## src/design/clk_ctrl_pkg.sv

```systemverilog
// register map of the pll config block
// addresses, field positions, reset words and the host request struct
`default_nettype none

package clk_ctrl_pkg;

  localparam int unsigned ADDR_W = 5;   // byte address
  localparam int unsigned DATA_W = 32;  // register width

  localparam logic [ADDR_W-1:0] ADDR_CHAN0 = 5'd0;   // post-scaler 0
  localparam logic [ADDR_W-1:0] ADDR_CHAN1 = 5'd4;   // post-scaler 1
  localparam logic [ADDR_W-1:0] ADDR_MUL   = 5'd8;   // prescale and multiplier
  localparam logic [ADDR_W-1:0] ADDR_SSC   = 5'd12;  // spread spectrum
  localparam logic [ADDR_W-1:0] ADDR_LDET  = 5'd16;  // lock detect, lock in bit 31
  localparam logic [ADDR_W-1:0] ADDR_LF    = 5'd20;  // loop filter word
  localparam logic [ADDR_W-1:0] ADDR_SCR0  = 5'd24;  // scratch
  localparam logic [ADDR_W-1:0] ADDR_SCR1  = 5'd28;  // scratch

  // channel register fields
  localparam int unsigned CH_L1_LSB   = 0;   // level-1 divider
  localparam int unsigned CH_L1_MSB   = 1;
  localparam int unsigned CH_RST_REL  = 2;   // pll reset release, chan 0 only
  localparam int unsigned CH_L2_LSB   = 4;   // level-2 divider
  localparam int unsigned CH_L2_MSB   = 11;
  localparam int unsigned CH_FRAC_LSB = 12;  // level-2 fraction
  localparam int unsigned CH_FRAC_MSB = 17;
  localparam int unsigned CH_EN       = 18;
  localparam int unsigned CH_BYP      = 19;

  // multiplier register fields
  localparam int unsigned MUL_INT_LSB  = 4;
  localparam int unsigned MUL_INT_MSB  = 14;
  localparam int unsigned MUL_FRAC_LSB = 15;
  localparam int unsigned MUL_FRAC_MSB = 26;
  localparam int unsigned MUL_IMODE    = 27;  // integer mode
  localparam int unsigned MUL_PRE_LSB  = 28;  // prescale
  localparam int unsigned MUL_PRE_MSB  = 31;

  // lock detect register fields
  localparam int unsigned LDET_CNT_MSB = 8;   // count in bits 8:0
  localparam int unsigned LDET_LF_LSB  = 9;   // loop filter upper bits
  localparam int unsigned LDET_LF_MSB  = 11;
  localparam int unsigned LDET_LOCK    = 31;  // lock on readback

  localparam logic [DATA_W-1:0] RST_CHAN = 32'd1 << CH_BYP;  // bypassed, disabled
  localparam logic [DATA_W-1:0] RST_MUL  = (32'd40 << MUL_INT_LSB) |
                                           (32'd1 << MUL_IMODE) |
                                           (32'd1 << MUL_PRE_LSB);
  localparam logic [DATA_W-1:0] RST_LDET = 32'h64;
  localparam logic [DATA_W-1:0] RST_LF   = 32'h269;

  typedef struct packed {
    logic              we;     // 1 = write
    logic [ADDR_W-1:0] addr;
    logic [DATA_W-1:0] wdata;
  } cfg_req_t;  // 38 bits

endpackage

`default_nettype wire
```

## src/design/cfg_if.sv

```systemverilog
// decoded register access, front end to register blocks
`timescale 1ns/1ps
`default_nettype none

interface cfg_if import clk_ctrl_pkg::*; #(
  parameter int NUM_CHAN = 2
) ();

  logic            valid;  // one-cycle access strobe
  cfg_req_t        req;    // write flag, address, write data
  logic [NUM_CHAN:0] sel;  // one-hot, top bit = loop registers

  modport src (
    output valid,
    output req,
    output sel
  );

  // keyword clash, so the register side is called regs
  modport regs (
    input valid,
    input req,
    input sel
  );

  modport mon (
    input valid,
    input req,
    input sel
  );

endinterface

`default_nettype wire

```

## src/design/clk_and_control.sv

```systemverilog
// top level of the pll config and clock-control block
// host port, post-scaler channels and loop registers
`timescale 1ns/1ps
`default_nettype none

module clk_and_control import clk_ctrl_pkg::*; #(
  parameter int NUM_CHAN = 2  // 1 or 2
) (
  input  logic                              clk,
  input  logic                              RSTB,
  input  logic                              cfg_req,
  input  logic                              cfg_we_n,
  input  logic [ADDR_W-1:0]                 cfg_addr,
  input  logic [DATA_W-1:0]                 cfg_wdata,
  output logic                              cfg_ack,
  output logic [DATA_W-1:0]                 cfg_rdata,
  output logic                              lock,
  output logic [NUM_CHAN-1:0]               chan_clk_en,
  output logic [MUL_INT_MSB-MUL_INT_LSB:0]  mul_int,
  output logic [MUL_PRE_MSB-MUL_PRE_LSB:0]  prescale,
  output logic                              integer_mode
);

  logic [NUM_CHAN-1:0][DATA_W-1:0] chan_words;
  logic [NUM_CHAN-1:0]             rst_rel;    // only bit 0 drives the pll
  logic [DATA_W-1:0]               loop_word;

  cfg_if #(.NUM_CHAN(NUM_CHAN)) acc_if ();

  cfg_front #(.NUM_CHAN(NUM_CHAN)) front_i (
    .clk       (clk),
    .RSTB      (RSTB),
    .cfg_req   (cfg_req),
    .cfg_we_n  (cfg_we_n),
    .cfg_addr  (cfg_addr),
    .cfg_wdata (cfg_wdata),
    .acc       (acc_if.src)
  );

  for (genvar i = 0; i < NUM_CHAN; i++) begin : g_chan
    postscaler_chan chan_i (
      .clk         (clk),
      .RSTB        (RSTB),
      .lock        (lock),
      .acc         (acc_if.regs),
      .sel_idx     (acc_if.sel[i]),
      .chan_word   (chan_words[i]),
      .pll_rst_rel (rst_rel[i]),
      .clk_en      (chan_clk_en[i])
    );
  end

  pll_loop_regs loop_i (
    .clk          (clk),
    .RSTB         (RSTB),
    .pll_rst_rel  (rst_rel[0]),
    .acc          (acc_if.regs),
    .rd_word      (loop_word),
    .lock         (lock),
    .mul_int      (mul_int),
    .prescale     (prescale),
    .integer_mode (integer_mode)
  );

  cfg_readback #(.NUM_CHAN(NUM_CHAN)) readback_i (
    .clk        (clk),
    .RSTB       (RSTB),
    .acc        (acc_if.mon),
    .chan_words (chan_words),
    .loop_word  (loop_word),
    .cfg_ack    (cfg_ack),
    .cfg_rdata  (cfg_rdata)
  );

endmodule

`default_nettype wire

```

## src/design/cfg_readback.sv

```systemverilog
// acknowledge and read data path back to the host
`timescale 1ns/1ps
`default_nettype none

module cfg_readback import clk_ctrl_pkg::*; #(
  parameter int NUM_CHAN = 2
) (
  input  logic                             clk,
  input  logic                             RSTB,
  cfg_if.mon                               acc,
  input  logic [NUM_CHAN-1:0][DATA_W-1:0]  chan_words,
  input  logic [DATA_W-1:0]                loop_word,
  output logic                             cfg_ack,
  output logic [DATA_W-1:0]                cfg_rdata
);

  logic              v_q;    // access seen, register stage
  logic              rd_q;   // that access was a read
  logic [NUM_CHAN:0] sel_q;
  logic [DATA_W-1:0] rd_mux;

  // lines up with the register update / read select cycle
  always_ff @(posedge clk or negedge RSTB) begin
    if (!RSTB) begin
      v_q   <= 1'b0;
      rd_q  <= 1'b0;
      sel_q <= '0;
    end else begin
      v_q   <= acc.valid;
      rd_q  <= acc.valid & ~acc.req.we;
      sel_q <= acc.sel;
    end
  end

  // one-hot or-mux over channels and loop block
  always_comb begin
    rd_mux = '0;
    for (int i = 0; i < NUM_CHAN; i++) begin
      if (sel_q[i]) rd_mux = rd_mux | chan_words[i];
    end
    if (sel_q[NUM_CHAN]) rd_mux = rd_mux | loop_word;  // zero for unmapped
  end

  always_ff @(posedge clk or negedge RSTB) begin
    if (!RSTB) begin
      cfg_ack   <= 1'b0;
      cfg_rdata <= '0;
    end else begin
      cfg_ack <= v_q;  // single pulse per access
      if (rd_q) begin
        cfg_rdata <= rd_mux;  // held until the next read
      end
    end
  end

endmodule

`default_nettype wire

```

## src/design/pll_loop_regs.sv

```systemverilog
// loop setting registers, scratch registers and lock timer
// lock timer stands in for the analog pll lock detector
`timescale 1ns/1ps
`default_nettype none

module pll_loop_regs import clk_ctrl_pkg::*; (
  input  logic                               clk,
  input  logic                               RSTB,
  input  logic                               pll_rst_rel,
  cfg_if.regs                                acc,
  output logic [DATA_W-1:0]                  rd_word,
  output logic                               lock,
  output logic [MUL_INT_MSB-MUL_INT_LSB:0]   mul_int,
  output logic [MUL_PRE_MSB-MUL_PRE_LSB:0]   prescale,
  output logic                               integer_mode
);

  logic [DATA_W-1:0] mul_q;
  logic [DATA_W-1:0] ssc_q;
  logic [DATA_W-1:0] ldet_q;
  logic [DATA_W-1:0] lf_q;
  logic [DATA_W-1:0] scr0_q;
  logic [DATA_W-1:0] scr1_q;
  logic [LDET_LF_MSB-LDET_LF_LSB:0] lf_hi_q;  // loop filter bits 34:32
  logic              wr;
  logic              loop_wr;
  logic [9:0]        lock_cnt_q;
  logic [9:0]        lock_target;
  logic              lock_q;

  assign wr      = acc.valid & acc.req.we;
  assign loop_wr = wr & ((acc.req.addr == ADDR_MUL) | (acc.req.addr == ADDR_LF));

  always_ff @(posedge clk or negedge RSTB) begin
    if (!RSTB) begin
      mul_q   <= RST_MUL;
      ssc_q   <= '0;
      ldet_q  <= RST_LDET;
      lf_q    <= RST_LF;
      scr0_q  <= '0;
      scr1_q  <= '0;
      lf_hi_q <= '0;
    end else if (wr) begin
      case (acc.req.addr)
        ADDR_MUL:  mul_q  <= acc.req.wdata;
        ADDR_SSC:  ssc_q  <= acc.req.wdata;
        ADDR_LDET: ldet_q <= acc.req.wdata;
        ADDR_LF: begin
          lf_q    <= acc.req.wdata;
          lf_hi_q <= ldet_q[LDET_LF_MSB:LDET_LF_LSB];  // upper filter bits ride along
        end
        ADDR_SCR0: scr0_q <= acc.req.wdata;
        ADDR_SCR1: scr1_q <= acc.req.wdata;
        default: ;  // unmapped, dropped
      endcase
    end
  end

  // settle time = detect count, stretched by the upper filter bits
  assign lock_target = {1'b0, ldet_q[LDET_CNT_MSB:0]} + {7'd0, lf_hi_q};

  always_ff @(posedge clk or negedge RSTB) begin
    if (!RSTB) begin
      lock_cnt_q <= '0;
      lock_q     <= 1'b0;
    end else if (!pll_rst_rel || loop_wr) begin
      lock_cnt_q <= '0;  // pll held in reset or loop retuned
      lock_q     <= 1'b0;
    end else if (!lock_q) begin
      if (lock_cnt_q >= lock_target) begin
        lock_q <= 1'b1;
      end else begin
        lock_cnt_q <= lock_cnt_q + 10'd1;
      end
    end
  end

  // read select, one cycle after the access strobe
  always_ff @(posedge clk or negedge RSTB) begin
    if (!RSTB) begin
      rd_word <= '0;
    end else if (acc.valid) begin
      case (acc.req.addr)
        ADDR_MUL:  rd_word <= mul_q;
        ADDR_SSC:  rd_word <= ssc_q;
        ADDR_LDET: rd_word <= {lock_q, ldet_q[LDET_LOCK-1:0]};  // live lock on top
        ADDR_LF:   rd_word <= lf_q;
        ADDR_SCR0: rd_word <= scr0_q;
        ADDR_SCR1: rd_word <= scr1_q;
        default:   rd_word <= '0;  // unmapped reads as zero
      endcase
    end
  end

  assign lock         = lock_q;
  assign mul_int      = mul_q[MUL_INT_MSB:MUL_INT_LSB];
  assign prescale     = mul_q[MUL_PRE_MSB:MUL_PRE_LSB];
  assign integer_mode = mul_q[MUL_IMODE];

endmodule

`default_nettype wire

```

## src/design/postscaler_chan.sv

```systemverilog
// one post-scaler channel: config register and divider
// divider output is a clock-enable pulse on clk
`timescale 1ns/1ps
`default_nettype none

module postscaler_chan import clk_ctrl_pkg::*; (
  input  logic              clk,
  input  logic              RSTB,
  input  logic              lock,
  cfg_if.regs               acc,
  input  logic              sel_idx,
  output logic [DATA_W-1:0] chan_word,
  output logic              pll_rst_rel,
  output logic              clk_en
);

  logic [DATA_W-1:0] word_q;
  logic              wr_hit;
  logic [7:0]        l2_div;
  logic [7:0]        div_m1;
  logic [7:0]        cnt_q;
  logic              ch_en;
  logic              ch_byp;
  logic              running;
  logic              term;

  assign wr_hit = acc.valid & acc.req.we & sel_idx;  // write aimed at this channel

  always_ff @(posedge clk or negedge RSTB) begin
    if (!RSTB) begin
      word_q <= RST_CHAN;
    end else if (wr_hit) begin
      word_q <= acc.req.wdata;
    end
  end

  assign l2_div = word_q[CH_L2_MSB:CH_L2_LSB];
  assign ch_en  = word_q[CH_EN];
  assign ch_byp = word_q[CH_BYP];

  assign div_m1  = (l2_div == 8'd0) ? 8'd0 : l2_div - 8'd1;  // zero means divide by 1
  assign running = ch_en & ~ch_byp & lock;  // divided path active
  assign term    = (cnt_q >= div_m1);       // terminal count

  // divider counter, restarts on any write to this channel
  always_ff @(posedge clk or negedge RSTB) begin
    if (!RSTB) begin
      cnt_q <= 8'd0;
    end else if (wr_hit || !running) begin
      cnt_q <= 8'd0;  // hold at start while idle
    end else if (term) begin
      cnt_q <= 8'd0;  // reload
    end else begin
      cnt_q <= cnt_q + 8'd1;
    end
  end

  // bypass passes the reference straight through
  assign clk_en = ch_en & (ch_byp | (lock & term));

  assign chan_word   = word_q;
  assign pll_rst_rel = word_q[CH_RST_REL];  // only chan 0 is wired up

endmodule

`default_nettype wire

```

## src/design/cfg_front.sv

```systemverilog
// host request acceptor and address decoder
`timescale 1ns/1ps
`default_nettype none

module cfg_front import clk_ctrl_pkg::*; #(
  parameter int NUM_CHAN = 2
) (
  input  logic              clk,
  input  logic              RSTB,
  input  logic              cfg_req,
  input  logic              cfg_we_n,
  input  logic [ADDR_W-1:0] cfg_addr,
  input  logic [DATA_W-1:0] cfg_wdata,
  cfg_if.src                acc
);

  localparam int CHAN_STRIDE = int'(ADDR_CHAN1) - int'(ADDR_CHAN0);  // bytes per channel

  typedef enum logic {
    ST_IDLE,      // armed for a new request
    ST_WAIT_LOW   // request served, wait for req to drop
  } front_st_t;

  front_st_t         state_q;
  logic              valid_q;
  cfg_req_t          req_q;
  logic [NUM_CHAN:0] sel_q;
  logic [NUM_CHAN:0] sel_dec;

  // one-hot target from the raw address
  always_comb begin
    sel_dec = '0;
    for (int i = 0; i < NUM_CHAN; i++) begin
      if (int'(cfg_addr) == int'(ADDR_CHAN0) + i * CHAN_STRIDE) begin
        sel_dec[i] = 1'b1;  // channel hit
      end
    end
    if (sel_dec == '0) begin
      sel_dec[NUM_CHAN] = 1'b1;  // everything else goes to loop regs
    end
  end

  always_ff @(posedge clk or negedge RSTB) begin
    if (!RSTB) begin
      state_q <= ST_IDLE;
      valid_q <= 1'b0;
      sel_q   <= '0;
    end else begin
      valid_q <= 1'b0;  // strobe lasts one cycle
      case (state_q)
        ST_IDLE: begin
          if (cfg_req) begin
            valid_q <= 1'b1;
            sel_q   <= sel_dec;
            state_q <= ST_WAIT_LOW;
          end
        end
        ST_WAIT_LOW: begin
          if (!cfg_req) state_q <= ST_IDLE;  // re-arm once host lets go
        end
        default: state_q <= ST_IDLE;
      endcase
    end
  end

  // request payload, held until the next accepted request
  always_ff @(posedge clk) begin
    if (state_q == ST_IDLE && cfg_req) begin
      req_q.we    <= ~cfg_we_n;
      req_q.addr  <= cfg_addr;
      req_q.wdata <= cfg_wdata;
    end
  end

  assign acc.valid = valid_q;
  assign acc.req   = req_q;
  assign acc.sel   = sel_q;

endmodule

`default_nettype wire

```

## config.mk

```make
export PLATFORM = sky130hd
export DESIGN_NAME = clk_and_control
export DESIGN_NICKNAME = d
export VERILOG_FILES = /design/src/design/clk_ctrl_pkg.sv /design/src/design/cfg_if.sv /design/src/design/clk_and_control.sv /design/src/design/cfg_readback.sv /design/src/design/pll_loop_regs.sv /design/src/design/postscaler_chan.sv /design/src/design/cfg_front.sv
export SDC_FILE = /design/constraint.sdc
export NUM_CORES = 1
export LEC_CHECK = 0
export BUFFER_PORTS_ARGS = -buffer_cell sky130_fd_sc_hd__clkbuf_2
export CORE_MARGIN = 4
export CORE_UTILIZATION = 50
export DETAILED_ROUTE_END_ITERATION = 10
export PLACE_DENSITY = 0.76
export SETUP_SLACK_MARGIN = 0.1
export SYNTH_ARGS = -nofsm -noshare
export SYNTH_HDL_FRONTEND = slang
export SYNTH_SLANG_ARGS = --single-unit
```

## constraint.sdc

```tcl
create_clock -name clk -period 3.4 [get_ports clk]
set_input_delay 0.34 -clock clk [delete_from_list [all_inputs] [get_ports clk]]
set_output_delay 0.34 -clock clk [all_outputs]
set_load 0.005 [all_outputs]
```

# Yosys cells after proc, flatten, opt, wreduce, memory -nomap -nowiden
# Cells that the tools add are included.
# totals
regBits,398
inputBits,41
out_inout_bits,52
elab_cells,106
# op_classes
add_sub_neg,6
order_cmp,3
eq_ne,9
muxes,21
n_bitwise,23
n_reduce_logical,19
# ops
cell,count
$pmux 32 s6,1
$mux 32,3
$or 32x32->32,2
$mux 8,6
$mux 10,3
$eq 5x5->1 const B,4
$add 8x1->8 const B,2
$ge 8x8->1,2
$logic_not 8->1,2
$reduce_and 2->1,8
$sub 8x1->8 const B,2
$eq 5x4->1 const B,3
$and 1x1->1,13
$add 10x1->10 const B,1
$add 9x3->10,1
$ge 10x10->1,1
$mux 1,8
$logic_not 5->1,1
$not 1->1,5
$logic_not 1->1,3
$logic_or 1x1->1,3
$or 1x1->1,3
$logic_not 2->1,1
$ne 2x1->1 const B,1
other kinds (2),2

# Longest topological paths before layout
# logic_depth
word_depth,6
ltp_mapped,14
ltp_nobuf,13

# Hierarchy
# A second synthesis with hierarchy kept.
# unflattened
cells_unflattened,1308
area_unflattened_um2,17371.7
# modules_own_cells
mod,instances,cells_each,area_per_inst_um2,seq_area_each_um2
pll_loop_regs,1,808,10522.6,5945.7
postscaler_chan,2,148,1919.3,1002.2
cfg_readback,1,151,1671.6,950.9
cfg_front,1,53,1338.8,1266.2

# Worst setup path after synthesis
# No wires, ideal clock.
# synth_timing
kind,reg-to-reg
start,reg loop_i.lf_hi_q[1]
end,reg loop_i.lock_cnt_q[2]
setup_time_ns,0.075
arrival_ns,2.804
required_time_ns,3.325
setup_slack_ns,0.520
path_stages_with_launch,13
path_buffers,1
period_less_slack_ns,2.880
cell_sequence,dfrtp_1 ha_1 a21o_1 a21oi_1 nor2_1 xnor2_1 ha_1 a211oi_1 o21ai_0 a31o_2 clkbuf_1 or4_4 a21oi_2
# synth_via
elab_chain_len,4
# synth_lines
item,line_no,text
"start, declared",pll_loop_regs.sv:24,logic [LDET_LF_MSB-LDET_LF_LSB:0] lf_hi_q;
"start signal, assigned",pll_loop_regs.sv:50,lf_hi_q <= ldet_q[LDET_LF_MSB:LDET_LF_LSB];
$add 9x3->10,pll_loop_regs.sv:60,"assign lock_target = {1'b0, ldet_q[LDET_CNT_MSB:0]} + {7'd0, lf_hi_q};"
$ge 10x10->1,pll_loop_regs.sv:70,if (lock_cnt_q >= lock_target) begin
$ne 2x1->1 (no line),-,
$reduce_and 2->1 (no line),-,
"end signal, assigned",pll_loop_regs.sv:73,lock_cnt_q <= lock_cnt_q + 10'd1;
"end, declared",pll_loop_regs.sv:27,logic [9:0] lock_cnt_q;
# No other way between the ends.
# A chain may end at the register's enable or synchronous reset.

# Final worst setup path
# layout_timing
start,reg g_chan[0].chan_i.word_q[4]
end,out chan_clk_en[0]
# layout_via
elab_chain_len,6
elab_cells_between_ends,7
cone_classes,add/sub: 1; order compare: 1; mux: 1; bitwise: 3; reduce/logical: 1
# layout_lines
item,line_no,text
"start, declared",postscaler_chan.sv:17,logic [DATA_W-1:0] word_q;
"start signal, assigned",postscaler_chan.sv:33,word_q <= acc.req.wdata;
$sub 8x1->8 / $logic_not 8->1 (equally long branches),postscaler_chan.sv:41,assign div_m1 = (l2_div == 8'd0) ? 8'd0 : l2_div - 8'd1;
$mux 8 (*),postscaler_chan.sv:41,
$ge 8x8->1 (*),postscaler_chan.sv:43,assign term = (cnt_q >= div_m1);
$and 1x1->1 (*),postscaler_chan.sv:59,assign clk_en = ch_en & (ch_byp | (lock & term));
$or 1x1->1 (*),postscaler_chan.sv:59,
$and 1x1->1 (*),postscaler_chan.sv:59,
"end, declared",clk_and_control.sv:18,"output logic [NUM_CHAN-1:0] chan_clk_en,"
# Mark *: on every way between the ends. The rest lies on a longest branch, timed or not.

==> flow_metrics.py <==
metrics = {
    "synthesis": {
        "synth_largest_area_cell": "dfrtp_1",
        "synthesis.nets": 1394,
        "syn_inst": 1318,
        "synth_mux_area_share_pct": 17.0,
        "ys_warn_count": 0,
        "yosysSeqAreaShare_pct": 58.7,
        "synth_top_family_by_area": "multiplexers",
        "async_flop_share_pct": 90.5,
        "synth_cell_types": 57,
        "synthXorXnorAreaFrac_pct": 1.26,
        "synth_simple_gate_area_share_pct": 6.38,
        "postSynthAreaPerCell_um2": 13.1,
        "synth_top_area_share_pct": 50.0,
        "synth-adder-area-share_pct": 2.57,
        "netlist_area_um2": 17300,
        "synth_compound_area_share_pct": 10.2,
        "netlist_top_cells_area": "dfrtp_1, mux2_2, edfxtp_1",
        "synth-main-ff-cell": "dfrtp_1",
        "synth_seq_cells": 398,
        "synth-edff-count": 38,
    },
    "worst_setup_path": {
        "end_kind": "output pin",
        "crit_buf_inv": 3,
        "cp-start-kind": "register",
        "critical_path_class": "reg -> out",
        "path_delay_family": "simple AND/OR/NAND/NOR gates",
        "cp_max_fo": 6,
        "worstPathArrival_ns": 3.03,
        "crit_path_top_delay_cell": "dfrtp_1",
        "worstPathRequired_ns": 3.06,
        "slowest_delay_ns": 0.40,
        "worstPathCellList": "inv_2, ha_4, nor3b_2, buf_4, nand3b_1, and2_4, ha_1, nand2b_1, a21oi_1, o21a_1, o21ai_1, a22o_1, clkbuf_2",
    },
    "power": {
        "p_leak_nw": 9.28,
        "powerDensity_nw_per_um2": 565,
        "peakVddDrop_uv": 439,
    },
    "drt": {
        "drt.antenna.violating_nets": 0,
        "vias": 11600,
        "drc": 0,
        "drt-initial-drc-count": 993,
        "wl_per_cell_um": 22.2,
        "via_per_inst": 6.01,
        "drt-total-wl_um": 42800,
        "firstDrtPassIters": 6,
    },
    "cells_and_area": {
        "num_antenna_cells": 0,
        "drive_above_1_share_pct": 34.6,
        "fill_cells": 2647,
        "nNetsFinal": 1522,
        "final_core_util_pct": 59.9,
        "syn_to_final_growth_pct": 17.2,
    },
    "sta": {
        "rsz0062_at_grt": "yes",
        "period_minus_slack_ns": 3.37,
        "skew_ns": 0.0236,
        "slew_violations": 0,
        "worst_slew_pin_slew_ns": 1.21,
        "setup_viol": 0,
        "layout_setup_ws_ns": 0.0264,
        "fmax_ghz": 0.296,
        "slew_headroom_pct": 19.6,
        "hold_viol": 0,
        "layout_worst_path_cycle_share_pct": 99.2,
    },
    "floorplanning": {
        "die_w_um": 194,
        "initial_core_util_pct": 51.2,
        "dieArea_um2": 37700,
        "die_h_um": 194,
        "fp.coreArea_um2": 33900,
        "io_pins": 93,
        "rows": 67,
    },
    "grt": {
        "overflow": 0,
        "grt_pass1_vias": 12200,
        "grt_max_degree": 99,
        "antenna_found_initial": 0,
        "grt_pass1_wl_um": 68600,
        "track_usage_pct": 22.6,
    },
    "clock_tree": {
        "insertion_delay_ns": 0.56,
        "tritoncts": "yes",
        "cts_buffers": 41,
        "path_clk_slew_ns": 0.06,
        "ctsLongestPathBuffers": 3,
        "htreeDepth": 2,
        "root_buffer": "clkbuf_16",
        "cts.sinks": 398,
    },
    "placement": {
        "place_congestion": 0.849,
        "dp_slack_ns": 0.237,
        "detailed_place_hpwl_um": 26000,
        "port_buffers": 92,
    },
    "outcome": {
        "status": "completed",
    },
    "flow_run": {
        "drv_cap": 0,
    },
    "hold_path": {
        "min_path_type": "in -> reg",
    },
}
-- power breakdown --
part	total, mW	internal [mW]	leakage, nW	switching [mW]
sequential	5.40	5.13	5.16	0.267
combinational	1.14	0.575	3.37	0.563
clock	4.92	3.01	0.747	1.91
-- worst paths after layout --
check	from	endpoint	slack (ns)	cells after the start
hold reg to reg	readback_i.v_q	readback_i.cfg_ack	0.36	0
setup reg to reg	loop_i.ldet_q[1]	loop_i.lock_cnt_q[4]	0.28	11
max in group asynchronous	RSTB	readback_i.rd_q	2.01	3
min in group asynchronous	RSTB	loop_i.rd_word[5]	0.39	2
setup / recovery	g_chan[0].chan_i.chan_word[4]	chan_clk_en[0]	0.03	13
hold / removal	cfg_wdata[18]	front_i.acc.req[18]	0.04	1
-- routing by layer --
layer	GRT usage, %	wire (um)	vias to the layer above
li1	-	-	5108
met1	31.1	18500	6044
met2	38.0	21100	354
met3	3.16	2280	72
met4	6.46	961	0
met5	0	0	-
-- state kept, by name, indices dropped and copies added (netlist names), 3 cells and up --
register	flops
g_chan.chan_i.chan_word	64
front_i.acc.req	38
loop_i.lf_q	32
loop_i.mul_q	32
loop_i.rd_word	32
loop_i.scr0_q	32
loop_i.scr1_q	32
loop_i.ssc_q	32
readback_i.cfg_rdata	32
loop_i.ldet_q	31
g_chan.chan_i.cnt_q	16
loop_i.lock_cnt_q	10
front_i.acc.sel	3
loop_i.lf_hi_q	3
readback_i.sel_q	3
-- worst reg2reg max path: cells and delay by family, from the launching register on --
| kind | cells | cell delay, ns |
|---|---|---|
| AOI/OAI and AO/OA | 6 | 1.33 |
| and+or+nand+nor | 2 | 0.59 |
| adders and majority gates | 2 | 0.57 |
| xor gates and xnor gates | 1 | 0.14 |
| DFF | 1 | 0.40 |
-- through the flow --
| step | setup TNS (ns) | power, mW | instance area [um^2] | hold WS, ns | std cells |
|---|---|---|---|---|---|
| 2_1_floorplan | 0 | 6.01 | 17300 | 0.0444 | 1318 |
| 3_3_place_gp | 0 | 6.36 | 18200 | 0.338 | 1796 |
| 3_5_place_dp | 0 | 6.42 | 18200 | 0.347 | 1796 |
| 4_1_cts | 0 | 11.5 | 20200 | 0.0183 | 1919 |
| 5_1_grt | -0.168 | 11.9 | 20300 | 0.0217 | 1927 |
| 6_report | 0 | 11.5 | 20300 | 0.0424 | 1927 |
-- placed cells by master (no fill, tap or decap), types with 5 or more instances in the layout --
cell type,Yosys,routed
inv_2,0,5
a222oi_1,32,32
nand2b_1,12,11
nand2_1,34,33
mux2i_1,5,5
nor3_1,8,8
xor2_1,17,16
buf_4,18,44
dfrtp_1,346,342
mux2_2,248,248
inv_1,48,43
o22ai_1,32,32
nor2_1,55,55
bufinv_16,0,7
clkinv_2,0,11
clkbuf_16,0,43
buf_12,0,5
dfstp_2,14,14
clkbuf_8,0,7
dlygate4sd3_1,0,37
and3_1,43,42
and2_1,10,10
edfxtp_1,38,38
mux2_1,9,9
clkbuf_2,0,91
a22oi_1,96,96
a21oi_1,48,45
ha_1,34,31
clkbuf_1,30,5
xnor2_1,8,7
o21ai_0,10,6
nand3_1,17,16
a21o_1,6,6
-- synthesized netlist by cell type, drive strengths merged, types with 2 or more instances --
library cell / instances
dfrtp: 346
mux2: 257
a22oi: 96
buf: 64
nor2: 55
a21oi: 49
inv: 48
and3: 44
edfxtp: 38
nand2: 35
ha: 34
a222oi: 32
o22ai: 32
clkbuf: 30
nand3: 17
xor2: 17
dfstp: 14
nand2b: 13
and2: 11
o21ai: 10
nor3: 8
xnor2: 8
a21o: 6
mux2i: 5
nor4: 5
nand3b: 4
nor2b: 4
nor3b: 4
a31oi: 3
nand4: 3
o21a: 3
o31ai: 3
or4: 3
a22o: 2
a31o: 2
o2111ai: 2
o31a: 2
-- repair_timing --
action | CTS | global route
pin swaps | 4 | 12
hold buffers | 37 | 0
hold endpoints to repair | 126 | 0
cloned | 0 | 1
resized for setup | 16 | 17
endpoints found under the setup margin | 2 | 6
setup buffers | 10 | 7
-- layout make-up --
| class | instances | area [um^2] | share of cell area [%] |
|---|---|---|---|
| clock buffers | 55 | 1190 | 5.87 |
| flip-flops and latches | 398 | 10200 | 50.1 |
| well taps | 448 | 561 | 2.76 |
| multi-input cells | 779 | 6620 | 32.6 |
| clock inverters | 21 | 303 | 1.49 |
| repair buffers | 178 | 1270 | 6.26 |
| inverters | 48 | 180 | 0.888 |
-- cells by family after synthesis --
| group | Yosys count |
|---|---|
| buf+inv | 142 |
| mux | 262 |
| fa+ha+maj | 35 |
| flops | 398 |
| simple gates | 209 |
| xor+xnor | 25 |
| compound gates | 247 |
Note: power is estimated with default switching activity, not from simulation.
